File: config.mk
export PLATFORM = sky130hd
export DESIGN_NAME = main
export DESIGN_NICKNAME = d
export VERILOG_FILES = /design/src/rtl/pet_bus_pkg.sv /design/src/rtl/pet_spi_pkg.sv /design/src/rtl/spi_bridge.sv /design/src/rtl/bus_timing.sv /design/src/rtl/address_decoding.sv /design/src/rtl/keyboard.sv /design/src/rtl/pi_ctl.sv /design/src/rtl/main.sv
export SDC_FILE = /design/constraint.sdc
export NUM_CORES = 1
export LEC_CHECK = 0
export ABC_CLOCK_PERIOD_IN_PS = 4040
export BUFFER_PORTS_ARGS = -buffer_cell sky130_fd_sc_hd__buf_4
export CAP_MARGIN = 20
export CORE_MARGIN = 4
export CORE_UTILIZATION = 54
export DETAILED_ROUTE_END_ITERATION = 10
export PLACE_DENSITY = 0.76
export SLEW_MARGIN = 40
export SYNTH_ARGS = -nofsm -noshare
export SYNTH_HDL_FRONTEND = slang
export SYNTH_SLANG_ARGS = --single-unit
File: constraint.sdc
create_clock -name clk_16_i -period 4.04 [get_ports clk_16_i]
set_input_delay 0.404 -clock clk_16_i [delete_from_list [all_inputs] [get_ports clk_16_i]]
set_output_delay 0.404 -clock clk_16_i [all_outputs]
set_load 0.1 [all_outputs]
File: src/rtl/pet_bus_pkg.sv
`default_nettype none

package pet_bus_pkg;

    typedef logic [16:0] addr_t;                            // 17 bit system address
    typedef logic [7:0]  data_t;                            // System data byte

    // One access on the shared bus
    typedef struct packed {
        logic  rw_n;                                        // 1 = read, 0 = write
        addr_t addr;                                        // Target address
        data_t wdata;                                       // Write data, ignored on reads
    } bus_req_t;

    // PET memory map
    localparam addr_t ADDR_VRAM_LO  = 17'h0_8000;           // Video RAM window start
    localparam addr_t ADDR_VRAM_HI  = 17'h0_8FFF;           // Video RAM window end
    localparam addr_t ADDR_ROM_LO   = 17'h0_9000;           // Read-only from here up
    localparam addr_t ADDR_IO_LO    = 17'h0_E800;           // I/O page E800 to EFFF
    localparam addr_t ADDR_PIA1     = 17'h0_E810;           // Keyboard PIA
    localparam addr_t ADDR_PIA2     = 17'h0_E820;           // IEEE-488 PIA
    localparam addr_t ADDR_VIA      = 17'h0_E840;           // User port VIA
    localparam addr_t ADDR_KBD_ROWS = 17'h0_E800;           // Pi fills keyboard rows here
    localparam addr_t ADDR_GFX      = 17'h0_E80E;           // Pi read of the gfx input
    localparam addr_t ADDR_CTL      = 17'h0_E80F;           // Pi control register

    localparam int KBD_ROW_COUNT = 10;                      // Rows in the PET key matrix

    // Sixteen 16 MHz phases make one 1 MHz CPU cycle
    localparam int PHASE_W = 4;
    localparam logic [PHASE_W-1:0] PHASE_PI_ON  = PHASE_W'(2);  // First Pi slot phase
    localparam logic [PHASE_W-1:0] PHASE_PI_OFF = PHASE_W'(3);  // Last Pi slot phase
    localparam logic [PHASE_W-1:0] PHASE_CPU_ON = PHASE_W'(4);  // CPU owns bus from here
    localparam logic [PHASE_W-1:0] PHASE_CLK_HI = PHASE_W'(8);  // CPU clock rises here

endpackage

`default_nettype wire

File: src/rtl/pet_spi_pkg.sv
`default_nettype none

package pet_spi_pkg;

    localparam int FRAME_BYTES = 4;                         // cmd, addr_hi, addr_lo, data
    localparam int FRAME_BITS  = FRAME_BYTES * 8;
    localparam int BIT_CNT_W   = $clog2(FRAME_BITS);        // Bit counter over one frame

    // First byte of a frame
    typedef struct packed {
        logic       rw_n;                                   // 1 = Pi read, 0 = Pi write
        logic       a16;                                    // Address bit 16
        logic [5:0] unused;                                 // Reserved, sent as zero
    } pi_cmd_t;

    // Whole frame, first byte on the wire in the top bits
    typedef struct packed {
        pi_cmd_t    cmd;
        logic [7:0] addr_hi;                                // Address bits 15:8
        logic [7:0] addr_lo;                                // Address bits 7:0
        logic [7:0] data;                                   // Write data, don't care on reads
    } spi_frame_t;

endpackage

`default_nettype wire

File: src/rtl/spi_bridge.sv
`default_nettype none

module spi_bridge (
    input  logic                  clk_16_i,                 // 16 MHz system clock
    input  logic                  rst_i,                    // Synchronous reset
    input  logic                  spi_sclk_i,               // SPI clock from Pi, mode 0
    input  logic                  spi_cs_ni,                // SPI chip select
    input  logic                  spi_rx_i,                 // MOSI
    output logic                  spi_tx_o,                 // MISO
    input  pet_bus_pkg::data_t    rd_data_i,                // Byte from the last Pi read
    input  logic                  spi_done_i,               // Pi slot just finished
    output pet_bus_pkg::bus_req_t spi_req_o,                // Pending bus access
    output logic                  spi_valid_o,              // Command pending
    output logic                  spi_ready_no              // 0 = command done
);
    logic [2:0] sclk_sync_q;                                // Two sync stages plus edge stage
    logic [2:0] cs_sync_q;
    logic [1:0] rx_sync_q;                                  // Lines up with sclk_sync_q[1]
    logic [pet_spi_pkg::BIT_CNT_W-1:0] bit_cnt_q;           // Bits received this frame
    pet_spi_pkg::spi_frame_t frame_q;                       // Receive shift register
    pet_spi_pkg::spi_frame_t frame_next;                    // Frame after the current bit
    pet_bus_pkg::data_t tx_shift_q;                         // Transmit shift register
    logic ready_q;
    logic sclk_rise;
    logic sclk_fall;
    logic cs_low;
    logic cs_fall;
    logic accept;                                           // Full frame taken as a command

    always_ff @(posedge clk_16_i) begin
        if (rst_i) begin
            sclk_sync_q <= '0;
            cs_sync_q   <= '1;                              // Deselected
            rx_sync_q   <= '0;
        end else begin
            sclk_sync_q <= {sclk_sync_q[1:0], spi_sclk_i};
            cs_sync_q   <= {cs_sync_q[1:0], spi_cs_ni};
            rx_sync_q   <= {rx_sync_q[0], spi_rx_i};
        end
    end

    assign sclk_rise  = sclk_sync_q[1] && !sclk_sync_q[2];  // Sample edge in mode 0
    assign sclk_fall  = !sclk_sync_q[1] && sclk_sync_q[2];  // Shift-out edge
    assign cs_low     = !cs_sync_q[1];
    assign cs_fall    = !cs_sync_q[1] && cs_sync_q[2];      // Frame start
    assign frame_next = {frame_q[pet_spi_pkg::FRAME_BITS-2:0], rx_sync_q[1]}; // MSB first
    assign accept     = cs_low && sclk_rise && !spi_valid_o
                     && bit_cnt_q == pet_spi_pkg::BIT_CNT_W'(pet_spi_pkg::FRAME_BITS - 1);

    always_ff @(posedge clk_16_i) begin
        if (rst_i || !cs_low) begin
            bit_cnt_q <= '0;                                // Realign on every chip select
        end else if (sclk_rise) begin
            bit_cnt_q <= bit_cnt_q + 1'b1;                  // Wraps after the last bit
        end
    end

    always_ff @(posedge clk_16_i) begin
        if (cs_low && sclk_rise) begin
            frame_q <= frame_next;
        end
        if (cs_fall) begin
            tx_shift_q <= rd_data_i;                        // First bit out before first edge
        end else if (cs_low && sclk_fall) begin
            tx_shift_q <= {tx_shift_q[6:0], 1'b0};          // Zeros after the read byte
        end
    end

    assign spi_tx_o = tx_shift_q[7];

    always_ff @(posedge clk_16_i) begin
        if (accept) begin                                   // Frame sent while busy is dropped
            spi_req_o.rw_n  <= frame_next.cmd.rw_n;
            spi_req_o.addr  <= {frame_next.cmd.a16, frame_next.addr_hi, frame_next.addr_lo};
            spi_req_o.wdata <= frame_next.data;
        end
    end

    always_ff @(posedge clk_16_i) begin
        if (rst_i) begin
            spi_valid_o <= 1'b0;
            ready_q     <= 1'b0;
        end else begin
            if (cs_fall) begin
                ready_q <= 1'b0;                            // New frame under way
            end
            if (spi_done_i) begin
                spi_valid_o <= 1'b0;
                ready_q     <= 1'b1;                        // Read data now held for the Pi
            end else if (accept) begin
                spi_valid_o <= 1'b1;
            end
        end
    end

    assign spi_ready_no = !ready_q;

endmodule

`default_nettype wire

File: src/rtl/bus_timing.sv
`default_nettype none

module bus_timing (
    input  logic clk_16_i,                                  // 16 MHz system clock
    input  logic rst_i,                                     // Synchronous reset
    input  logic spi_valid_i,                               // Pi command pending
    input  logic cpu_ready_i,                               // 1 = CPU may run
    output logic clk_cpu_o,                                 // 1 MHz CPU clock
    output logic spi_en_o,                                  // Pi owns the bus
    output logic spi_done_o,                                // Last cycle of the Pi slot
    output logic cpu_en_o                                   // CPU owns the bus
);
    logic [pet_bus_pkg::PHASE_W-1:0] phase_q;               // One lap per CPU cycle
    logic slot_q;                                           // Pi granted in this cycle

    always_ff @(posedge clk_16_i) begin
        if (rst_i) begin
            phase_q <= '0;
            slot_q  <= 1'b0;
        end else begin
            phase_q <= phase_q + 1'b1;                      // Free running, wraps at 15
            if (phase_q == '0) begin
                slot_q <= spi_valid_i;                      // Grant is decided at phase 0 only
            end else if (phase_q == pet_bus_pkg::PHASE_PI_OFF) begin
                slot_q <= 1'b0;
            end
        end
    end

    assign spi_en_o   = slot_q && (phase_q == pet_bus_pkg::PHASE_PI_ON
                                || phase_q == pet_bus_pkg::PHASE_PI_OFF);
    assign spi_done_o = slot_q && phase_q == pet_bus_pkg::PHASE_PI_OFF;  // Strobe at slot end
    assign clk_cpu_o  = phase_q >= pet_bus_pkg::PHASE_CLK_HI;            // High in phases 8-15
    assign cpu_en_o   = cpu_ready_i && phase_q >= pet_bus_pkg::PHASE_CPU_ON;  // Halted CPU off bus

endmodule

`default_nettype wire

File: src/rtl/address_decoding.sv
`default_nettype none

module address_decoding (
    input  pet_bus_pkg::addr_t addr_i,                      // Current bus address
    output logic               ram_en_o,                    // RAM below E800
    output logic               io_en_o,                     // I/O page E800-EFFF
    output logic               pia1_en_o,                   // E810-E81F
    output logic               pia2_en_o,                   // E820-E82F
    output logic               via_en_o,                    // E840-E84F
    output logic               is_readonly_o,               // 9000 and up
    output logic               is_mirrored_o                // 40 column video RAM window
);
    // I/O page is one 2 KB block, each chip a 16 byte block
    assign io_en_o   = addr_i[16:11] == pet_bus_pkg::ADDR_IO_LO[16:11];
    assign pia1_en_o = addr_i[16:4] == pet_bus_pkg::ADDR_PIA1[16:4];
    assign pia2_en_o = addr_i[16:4] == pet_bus_pkg::ADDR_PIA2[16:4];
    assign via_en_o  = addr_i[16:4] == pet_bus_pkg::ADDR_VIA[16:4];

    assign ram_en_o      = addr_i < pet_bus_pkg::ADDR_IO_LO;
    assign is_readonly_o = addr_i >= pet_bus_pkg::ADDR_ROM_LO;  // ROM images live in RAM
    assign is_mirrored_o = addr_i >= pet_bus_pkg::ADDR_VRAM_LO
                        && addr_i <= pet_bus_pkg::ADDR_VRAM_HI;  // 1 KB seen four times

endmodule

`default_nettype wire

File: src/rtl/keyboard.sv
`default_nettype none

module keyboard (
    input  logic                  clk_16_i,                 // 16 MHz system clock
    input  logic                  rst_i,                    // Synchronous reset
    input  pet_bus_pkg::bus_req_t spi_req_i,                // Pi access in the slot
    input  logic                  spi_wr_en_i,              // Pi write slot
    input  logic                  pia1_en_i,                // Address in PIA1 block
    input  logic                  cpu_rd_en_i,              // CPU read cycle
    input  logic                  cpu_wr_en_i,              // CPU write cycle
    input  logic [1:0]            bus_addr_i,               // PIA1 register select
    input  pet_bus_pkg::data_t    bus_data_i,               // CPU write data
    output pet_bus_pkg::data_t    kbd_data_o,               // Row byte for port B
    output logic                  kbd_en_o                  // 1 = intercept this read
);
    pet_bus_pkg::data_t rows_q [pet_bus_pkg::KBD_ROW_COUNT];  // 0 bit = key down
    logic [3:0]         row_sel_q;                          // Row picked through port A
    pet_bus_pkg::addr_t row_off;                            // Pi address within row block
    logic               row_wr;                             // Pi write hits a row

    assign row_off = spi_req_i.addr - pet_bus_pkg::ADDR_KBD_ROWS;
    assign row_wr  = spi_wr_en_i && spi_req_i.addr >= pet_bus_pkg::ADDR_KBD_ROWS
                  && row_off < pet_bus_pkg::addr_t'(pet_bus_pkg::KBD_ROW_COUNT);

    always_ff @(posedge clk_16_i) begin
        if (rst_i) begin
            for (int i = 0; i < pet_bus_pkg::KBD_ROW_COUNT; i++) begin
                rows_q[i] <= 8'hFF;                         // No key pressed
            end
        end else if (row_wr) begin
            rows_q[row_off[3:0]] <= spi_req_i.wdata;
        end
    end

    always_ff @(posedge clk_16_i) begin
        if (rst_i) begin
            row_sel_q <= '0;
        end else if (cpu_wr_en_i && pia1_en_i && bus_addr_i == 2'd0) begin
            row_sel_q <= bus_data_i[3:0];                   // E810, low nibble picks the row
        end
    end

    // Port B at E812 reads the selected row instead of the PIA
    assign kbd_en_o   = cpu_rd_en_i && pia1_en_i && bus_addr_i == 2'd2;
    assign kbd_data_o = (row_sel_q < 4'(pet_bus_pkg::KBD_ROW_COUNT))
                      ? rows_q[row_sel_q]
                      : 8'hFF;                              // Rows 10-15 have no keys

endmodule

`default_nettype wire

File: src/rtl/pi_ctl.sv
`default_nettype none

module pi_ctl (
    input  logic                  clk_16_i,                 // 16 MHz system clock
    input  logic                  rst_i,                    // Synchronous reset
    input  logic                  spi_wr_en_i,              // Pi write slot
    input  pet_bus_pkg::bus_req_t spi_req_i,                // Pi access in the slot
    output logic                  cpu_res_no,               // 0 = CPU held in reset
    output logic                  cpu_ready_o               // 1 = CPU runs
);
    always_ff @(posedge clk_16_i) begin
        if (rst_i) begin
            cpu_res_no  <= 1'b0;                            // CPU waits until the Pi is up
            cpu_ready_o <= 1'b0;
        end else if (spi_wr_en_i && spi_req_i.addr == pet_bus_pkg::ADDR_CTL) begin
            cpu_res_no  <= spi_req_i.wdata[0];              // 1 releases reset
            cpu_ready_o <= spi_req_i.wdata[1];
        end
    end

endmodule

`default_nettype wire

File: src/rtl/main.sv
`default_nettype none

module main (
    input  logic               clk_16_i,                    // 16 MHz main clock
    input  logic               rst_i,                       // Synchronous reset
    input  pet_bus_pkg::addr_t bus_addr_i,                  // Address from the CPU
    input  logic               bus_rw_n_i,                  // 1 = CPU read, 0 = CPU write
    input  pet_bus_pkg::data_t bus_data_i,                  // Data seen on the bus
    input  logic               spi_sclk_i,
    input  logic               spi_cs_ni,
    input  logic               spi_rx_i,
    input  logic               gfx_i,                       // Graphics jumper
    output pet_bus_pkg::addr_t bus_addr_o,
    output logic               bus_addr_oe_o,               // 1 = Pi drives address
    output logic               bus_rw_n_o,
    output logic               bus_rw_n_oe_o,               // 1 = Pi drives rw_n
    output pet_bus_pkg::data_t bus_data_o,
    output logic               bus_data_oe_o,               // 1 = we drive data
    output logic [11:10]       ram_addr_o,                  // RAM A11/A10, mirrors VRAM
    output logic               spi_tx_o,
    output logic               spi_ready_no,                // 0 = Pi command done
    output logic               clk_cpu_o,                   // 1 MHz CPU clock
    output logic               ram_oe_no,
    output logic               ram_we_no,
    output logic               ram_ce_no,
    output logic               cpu_res_no,
    output logic               cpu_ready_o,
    output logic               cpu_en_o,                    // CPU bus enable
    output logic               pia1_cs2_no,
    output logic               pia2_cs2_no,
    output logic               via_cs2_no,
    output logic               io_oe_no                     // I/O data buffer enable
);
    pet_bus_pkg::bus_req_t spi_req;
    pet_bus_pkg::addr_t    dec_addr;                        // Address seen by the decoder
    pet_bus_pkg::data_t    rd_data_q;                       // Last Pi read result
    pet_bus_pkg::data_t    kbd_data;
    logic spi_valid, spi_en, spi_done;
    logic spi_rd_en, spi_wr_en, cpu_rd_en, cpu_wr_en;
    logic ram_en, io_en, pia1_en, pia2_en, via_en, is_readonly, is_mirrored;
    logic kbd_en;

    spi_bridge u_spi_bridge (
        .clk_16_i, .rst_i, .spi_sclk_i, .spi_cs_ni, .spi_rx_i, .spi_tx_o,
        .rd_data_i(rd_data_q), .spi_done_i(spi_done), .spi_req_o(spi_req),
        .spi_valid_o(spi_valid), .spi_ready_no
    );

    bus_timing u_bus_timing (
        .clk_16_i, .rst_i, .spi_valid_i(spi_valid), .cpu_ready_i(cpu_ready_o),
        .clk_cpu_o, .spi_en_o(spi_en), .spi_done_o(spi_done), .cpu_en_o
    );

    assign spi_rd_en = spi_en && spi_req.rw_n;
    assign spi_wr_en = spi_en && !spi_req.rw_n;
    assign cpu_rd_en = cpu_en_o && bus_rw_n_i;
    assign cpu_wr_en = cpu_en_o && !bus_rw_n_i;
    assign dec_addr  = spi_en ? spi_req.addr : bus_addr_i;  // Pi address during its slot

    address_decoding u_address_decoding (
        .addr_i(dec_addr), .ram_en_o(ram_en), .io_en_o(io_en), .pia1_en_o(pia1_en),
        .pia2_en_o(pia2_en), .via_en_o(via_en), .is_readonly_o(is_readonly),
        .is_mirrored_o(is_mirrored)
    );

    keyboard u_keyboard (
        .clk_16_i, .rst_i, .spi_req_i(spi_req), .spi_wr_en_i(spi_wr_en), .pia1_en_i(pia1_en),
        .cpu_rd_en_i(cpu_rd_en), .cpu_wr_en_i(cpu_wr_en), .bus_addr_i(bus_addr_i[1:0]),
        .bus_data_i, .kbd_data_o(kbd_data), .kbd_en_o(kbd_en)
    );

    pi_ctl u_pi_ctl (
        .clk_16_i, .rst_i, .spi_wr_en_i(spi_wr_en), .spi_req_i(spi_req), .cpu_res_no,
        .cpu_ready_o
    );

    // Chip selects only in the CPU part of the cycle, PIA1 and I/O buffer yield to keyboard
    assign pia1_cs2_no = !(pia1_en && !kbd_en && cpu_en_o);
    assign pia2_cs2_no = !(pia2_en && cpu_en_o);
    assign via_cs2_no  = !(via_en && cpu_en_o);
    assign io_oe_no    = !(io_en && !kbd_en && cpu_en_o);

    assign ram_ce_no = !(ram_en && (spi_en || cpu_en_o));
    assign ram_oe_no = !(spi_rd_en || cpu_rd_en);
    assign ram_we_no = !(spi_wr_en || (cpu_wr_en && clk_cpu_o && !is_readonly));  // ROM kept

    always_ff @(posedge clk_16_i) begin
        if (spi_rd_en && spi_done) begin                    // Bus data settled by end of phase 3
            rd_data_q <= (spi_req.addr == pet_bus_pkg::ADDR_GFX) ? {7'b0, gfx_i} : bus_data_i;
        end
    end

    assign bus_addr_o    = spi_req.addr;
    assign bus_addr_oe_o = spi_en;
    assign bus_rw_n_o    = spi_req.rw_n;
    assign bus_rw_n_oe_o = spi_en;                          // CPU drives rw_n otherwise
    assign bus_data_o    = spi_wr_en ? spi_req.wdata : kbd_data;
    assign bus_data_oe_o = spi_wr_en || kbd_en;             // Pi write data or key row

    assign ram_addr_o = spi_en      ? spi_req.addr[11:10]   // Pi sees the full RAM
                      : is_mirrored ? 2'b00                 // 1 KB VRAM repeats through 8FFF
                      : bus_addr_i[11:10];

endmodule

`default_nettype wire

==> Word-level counts from Yosys, hierarchy flattened <==
Memory sizes are Yosys's and may differ from the RTL's. A register that Yosys moved wholly into a read port is not among the register bits.
Index checks and enable logic that the tools add are counted.
{ "word_totals": {"output_inout_bits": 44, "input_bits": 32, "ramBits": 80, "n_memories": 1, "wordCells": 128, "register_bits": 99} }
{ "memory_table": {"columns": ["memory", "depth", "word_bits", "rd", "rd_clocked_by_memory_dff", "write_ports", "line_no", "rtl"], "rows": [
  ["u_keyboard.rows_q", 10, 8, 1, 1, 10, "keyboard.sv:16", "pet_bus_pkg::data_t rows_q [pet_bus_pkg::KBD_ROW_COUNT];"]
]} }
{ "op_classes": {"n_reduce_logical": 61, "n_eq_ne": 10, "muxes": 22, "order_cmp": 9, "n_addsub": 3} }
{ "op_table": {"columns": ["operator", "n"], "rows": [
  ["17-bit by 16-bit >= comparator with 1-bit output (second input constant)", 3],
  ["8-bit two-way mux", 5],
  ["13-bit by 12-bit == test with 1-bit output (second input constant)", 3],
  ["17-bit by 16-bit == test with 1-bit output (second input constant)", 2],
  ["1-bit logical AND", 32],
  ["17-bit by 16-bit less-or-equal comparator with 1-bit output (second input constant)", 1],
  ["17-bit by 16-bit less-than comparator with 1-bit output (second input constant)", 1],
  ["17-bit by 4-bit less-than comparator with 1-bit output (second input constant)", 1],
  ["17-bit two-way mux", 1],
  ["17-bit by 16-bit subtractor with 17-bit output (second input constant)", 1],
  ["1-bit zero test", 16],
  ["4-bit two-way mux", 3],
  ["1-bit two-way mux", 11],
  ["4-bit by 2-bit == test with 1-bit output (second input constant)", 2],
  ["8-bit OR reduction", 1],
  ["6-bit by 5-bit == test with 1-bit output (second input constant)", 1],
  ["1-bit logical OR", 6],
  ["2-bit nonzero test", 3],
  ["5-bit by 1-bit adder with 5-bit output (second input constant)", 1],
  ["5-bit == test (second input constant)", 1],
  ["4-bit by 1-bit adder with 4-bit output (second input constant)", 1],
  ["4-bit by 3-bit >= comparator with 1-bit output (second input constant)", 1],
  ["4-bit >= comparator (second input constant)", 1],
  ["4-bit zero test", 1],
  ["other kinds (5)", 6]
]} }

==> Logic depth before layout (Yosys ltp) <==
{ "logic_depth": {"depth_word": 11, "depth_mapped": 8, "depth_no_buf": 7} }

==> By module <==
A second synthesis with hierarchy kept.
{ "hier_totals": {"hier_cells": 617, "area_unflattened_um2": 9791.9} }
{ "modules_own_cells": {"columns": ["mod", "seq_area_each_um2", "n_inst", "cells_each", "area_each_um2"], "rows": [
  ["keyboard", 4003.8, 1, 361, 5911.9],
  ["spi_bridge", 2252.2, 1, 128, 2597.5],
  ["main", 240.2, 1, 71, 753.2],
  ["bus_timing", 100.1, 1, 26, 244.0],
  ["pi_ctl", 40.0, 1, 14, 160.2],
  ["address_decoding", 0.0, 1, 17, 125.1]
]} }

==> Worst setup path after synthesis <==
OpenSTA, ideal clock, no wires.
{ "synth_timing": {"path_kind": "register to output", "start": "register u_pi_ctl.cpu_ready_o", "end": "output port bus_data_oe_o", "stages_incl_launch_ff": 4, "n_path_buf": 0, "arrival_time_ps": 4272, "required_time_ps": 3636, "path_slack_ps": -636, "path_cell_list": "dfxtp_1 o21a_1 nand4_1 o21ai_0"} }
{ "synth_via": {"elab_chain_len": 5} }
{ "synth_rtl": {"columns": ["element", "line_no", "rtl"], "rows": [
  ["start: declaration", "pi_ctl.sv:9", "output logic cpu_ready_o"],
  ["start signal: assignment", "pi_ctl.sv:17", "cpu_ready_o <= spi_req_i.wdata[1];"],
  ["1-bit logical AND", "bus_timing.sv:34", "assign cpu_en_o = cpu_ready_i && phase_q >= pet_bus_pkg::PHASE_CPU_ON;"],
  ["named net cpu_en_o", "main.sv:28", "output logic cpu_en_o,"],
  ["1-bit logical AND", "main.sv:56", "assign cpu_rd_en = cpu_en_o && bus_rw_n_i;"],
  ["1-bit logical AND (2 in a row)", "keyboard.sv:44", "assign kbd_en_o = cpu_rd_en_i && pia1_en_i && bus_addr_i == 2'd2;"],
  ["1-bit logical OR", "main.sv:98", "assign bus_data_oe_o = spi_wr_en || kbd_en;"],
  ["end: declaration", "main.sv:18", "output logic bus_data_oe_o,"]
]} }
The timed path passes the listed nets, and every way through them passes these cells.

==> Worst setup path in the final report <==
{ "layout_timing": {"start": "register u_spi_bridge.spi_req_o[25] (netlist bit)", "end": "output port bus_data_o[7]"} }
{ "layout_via": {"elab_chain_len": 3} }
{ "layout_rtl": {"columns": ["element", "line_no", "rtl"], "rows": [
  ["start: declaration", "spi_bridge.sv:12", "output pet_bus_pkg::bus_req_t spi_req_o,"],
  ["1-bit zero test", "main.sv:55", "assign spi_wr_en = spi_en && !spi_req.rw_n;"],
  ["1-bit logical AND", "main.sv:55", null],
  ["8-bit two-way mux", "main.sv:97", "assign bus_data_o = spi_wr_en ? spi_req.wdata : kbd_data;"],
  ["end: declaration", "main.sv:17", "output pet_bus_pkg::data_t bus_data_o,"]
]} }
Every way passes these cells.

==> impl_metrics.tcl <==
set metrics [dict create \
    min_period_ns 3.41 \
    ant_nets 0 \
    endpoint_kind "output port" \
    drc_errors 0 \
    drtIter0Drc 537 \
    drtPass1Iterations 6 \
    async_flop_share 0 \
    clkTransAtPathRegs_ns 0.06 \
    area_growth_pct 16.7 \
    finalHoldViolCount 0 \
    slew_headroom 0.438 \
    cts.sinks 231 \
    status "complete, no violations" \
    fp.dieW_um 142 \
    slowest_stage "or4b_1" \
    insertedDiodeCount 0 \
    dp_hpwl_um 14100 \
    tns_ns 0 \
    powerDensity_nw_per_um2 433 \
    clk_latency_ns 0.51 \
    gr-total-overflow 0 \
    vias 5971 \
    synth_edf_count 201 \
    yosys_most_used_dff "edfxtp_1" \
    finalWeightedCongestion 0.880 \
    dieArea_um2 20200 \
    fmax_mhz 293 \
    cp_max_fo 8 \
    min_delay_path_depth 2 \
    antenna_found_initial 0 \
    final_cells 992 \
    vias_per_cell 6.02 \
    cts_root_buffer "clkbuf_16" \
    synth.avg_cell_area_um2 15.1 \
    wl_per_cell_um 21.9 \
    cts_tree "yes" \
    rows 48 \
    ctsResizeCount 0 \
    crit_required_ns 3.64 \
    p_int_mw 3.98 \
    cp-start-kind "flop" \
    worst_pin_slew_ns 0.844 \
    rsz0062_at_grt "false" \
    grt_pass1_vias 6214 \
    layout_commonest_cell "edfxtp_1" \
    leakage_nw 3.40 \
    ys_seq_elements 231 \
    max_stage_delay_ns 0.60 \
    hold_class "in2reg" \
    rr_worst_depth 4 \
    portBuffers 73 \
    postCtsSetupBuffers 0 \
    track_usage 0.220 \
    layout.nets 787 \
    start_util 0.557 \
    ys_seq_area_frac 0.682 \
    syn_area_um2 9730 \
    cp_cell_sequence "or4b_1 > o211ai_2 > o22ai_1 > a21oi_1 > buf_4" \
    syn_inst 646 \
    ios 76 \
    clock_skew_ns 0.0153 \
    ir_drop_mv 0.346 \
    crit_arrival_ns 3.01 \
    max-clock-path-buffers 3 \
    grt_max_degree 84 \
    switchingPower_uw 937 \
    hold_buffers 0 \
    core_um2 17500 \
    htree_levels 1 \
    ys_warn_count 0 \
    setup_violations 0 \
    swShare 0.190 \
    grt_pass1_wl_um 34300 \
    die_h_um 142 \
    crit_type "reg2out" \
    final_cell_mix "edfxtp_1 (201), buf_4 (89), nand3_1 (53)" \
    p_seq_frac 0.528 \
    pwr-share-clk 0.446 \
    cap_violations 0 \
    place_inst 950 \
    finalCritPeriodShare 0.844 \
    cts_buffers 23 \
    slew_violations 0 \
    synth_cell_type_count 58 \
    wl_um 21700 \
    drive_above_1_share 0.249 \
    fill_cells 1205 \
    combPwrFrac 0.026 \
]
[power by group through the flow]
stage	combinational, mW	sequential [mW]	clock [mW]
final	0.128	2.60	2.19
after floorplan	0.0710	2.65	0
after global routing	0.140	2.60	2.33
after global placement	0.122	2.65	0
after detailed placement	0.125	2.65	0
after CTS	0.126	2.60	2.21
[cells by family after synthesis]
kind of cell | count (synthesis) | share of synthesized area
adder cells (fa/ha/maj) | 5 | 0.00643
XOR/XNOR | 5 | 0.00450
buffers and inverters | 67 | 0.0378
other | 1 | 0.000385
AND/OR/NAND/NOR | 221 | 0.127
multiplexers | 60 | 0.105
flip-flops | 231 | 0.682
AO/OA/AOI/OAI | 56 | 0.0369
[worst max-delay path: cells and delay by family (launching register included)]
family | cells | cell delay (ns)
AND/OR/NAND/NOR | 1 | 0.60
AO/OA/AOI/OAI | 3 | 1.04
flip-flops | 1 | 0.50
buffers and inverters | 1 | 0.36
[cells in the mapped netlist (all sizes together), types with 16 or more instances]
cell type,count,area (um2)
a21oi,16,80.1
buf,36,251
clkbuf,22,82.6
dfxtp,30,601
edfxtp,201,6040
mux2,17,191
mux4,32,721
nand2,26,97.6
nand3,54,275
nand4,32,200
nor2,43,164
nor2b,20,125
[worst paths after layout]
check,start,end,slack [ns]
setup reg to reg,u_spi_bridge.spi_req_o[11],u_keyboard.rows_q[3][7],1.29
hold reg to reg,u_spi_bridge.cs_sync_q[0],u_spi_bridge.cs_sync_q[1],0.41
hold / removal,spi_cs_ni,u_spi_bridge.cs_sync_q[0],0.1
setup / recovery,u_spi_bridge.spi_req_o[25],bus_data_o[7],0.63
[flip-flops by register name, indices dropped and copies added (netlist names), named ones only]
name	count
u_keyboard.rows_q	128
u_spi_bridge.frame_next	31
u_spi_bridge.spi_req_o	26
rd_data_q	8
u_spi_bridge.tx_shift_q	8
u_spi_bridge.bit_cnt_q	5
u_bus_timing.phase_q	4
u_keyboard.row_sel_q	4
u_spi_bridge.cs_sync_q	3
u_spi_bridge.sclk_sync_q	3
u_spi_bridge.rx_sync_q	2
u_bus_timing.slot_q	1
u_pi_ctl.cpu_ready_o	1
u_pi_ctl.cpu_res_no	1
u_spi_bridge.ready_q	1
u_spi_bridge.spi_valid_o	1
[final cells by class]
class                      count  area, um2  share of cell area
timing repair buffer          90        688              0.0606
multi-input combinational    395       2930               0.258
sequential                   231       6640               0.584
inverter                       9       33.8             0.00297
tap                          225        282              0.0248
clock buffer                  34        637              0.0561
clock inverter                 8        148              0.0130
[stage by stage]
stage	power [mW]	hold WS, ns	area [um2]	setup slack [ns]	utilization
6_report	4.92	0.0953	11400	0.631	0.650
4_1_cts	4.94	0.0839	11400	0.610	0.650
3_5_place_dp	2.78	0.401	10600	1.14	0.605
3_3_place_gp	2.77	0.400	10600	1.16	0.605
5_1_grt	5.07	0.0908	11400	0.475	0.650
2_1_floorplan	2.72	0.389	9920	0.102	-
[metal layers]
layer  routed length (um)  part of all wire  GRT usage  vias up
li1                     -                 -          -     2656
met1                 8340              0.38      0.296     2951
met2                10600              0.49      0.361      303
met3                 2040             0.094     0.0470       61
met4                  710             0.033     0.0747        0
met5                    0                 0          0        -
No activity file was read; power rests on OpenSTA's default activity.
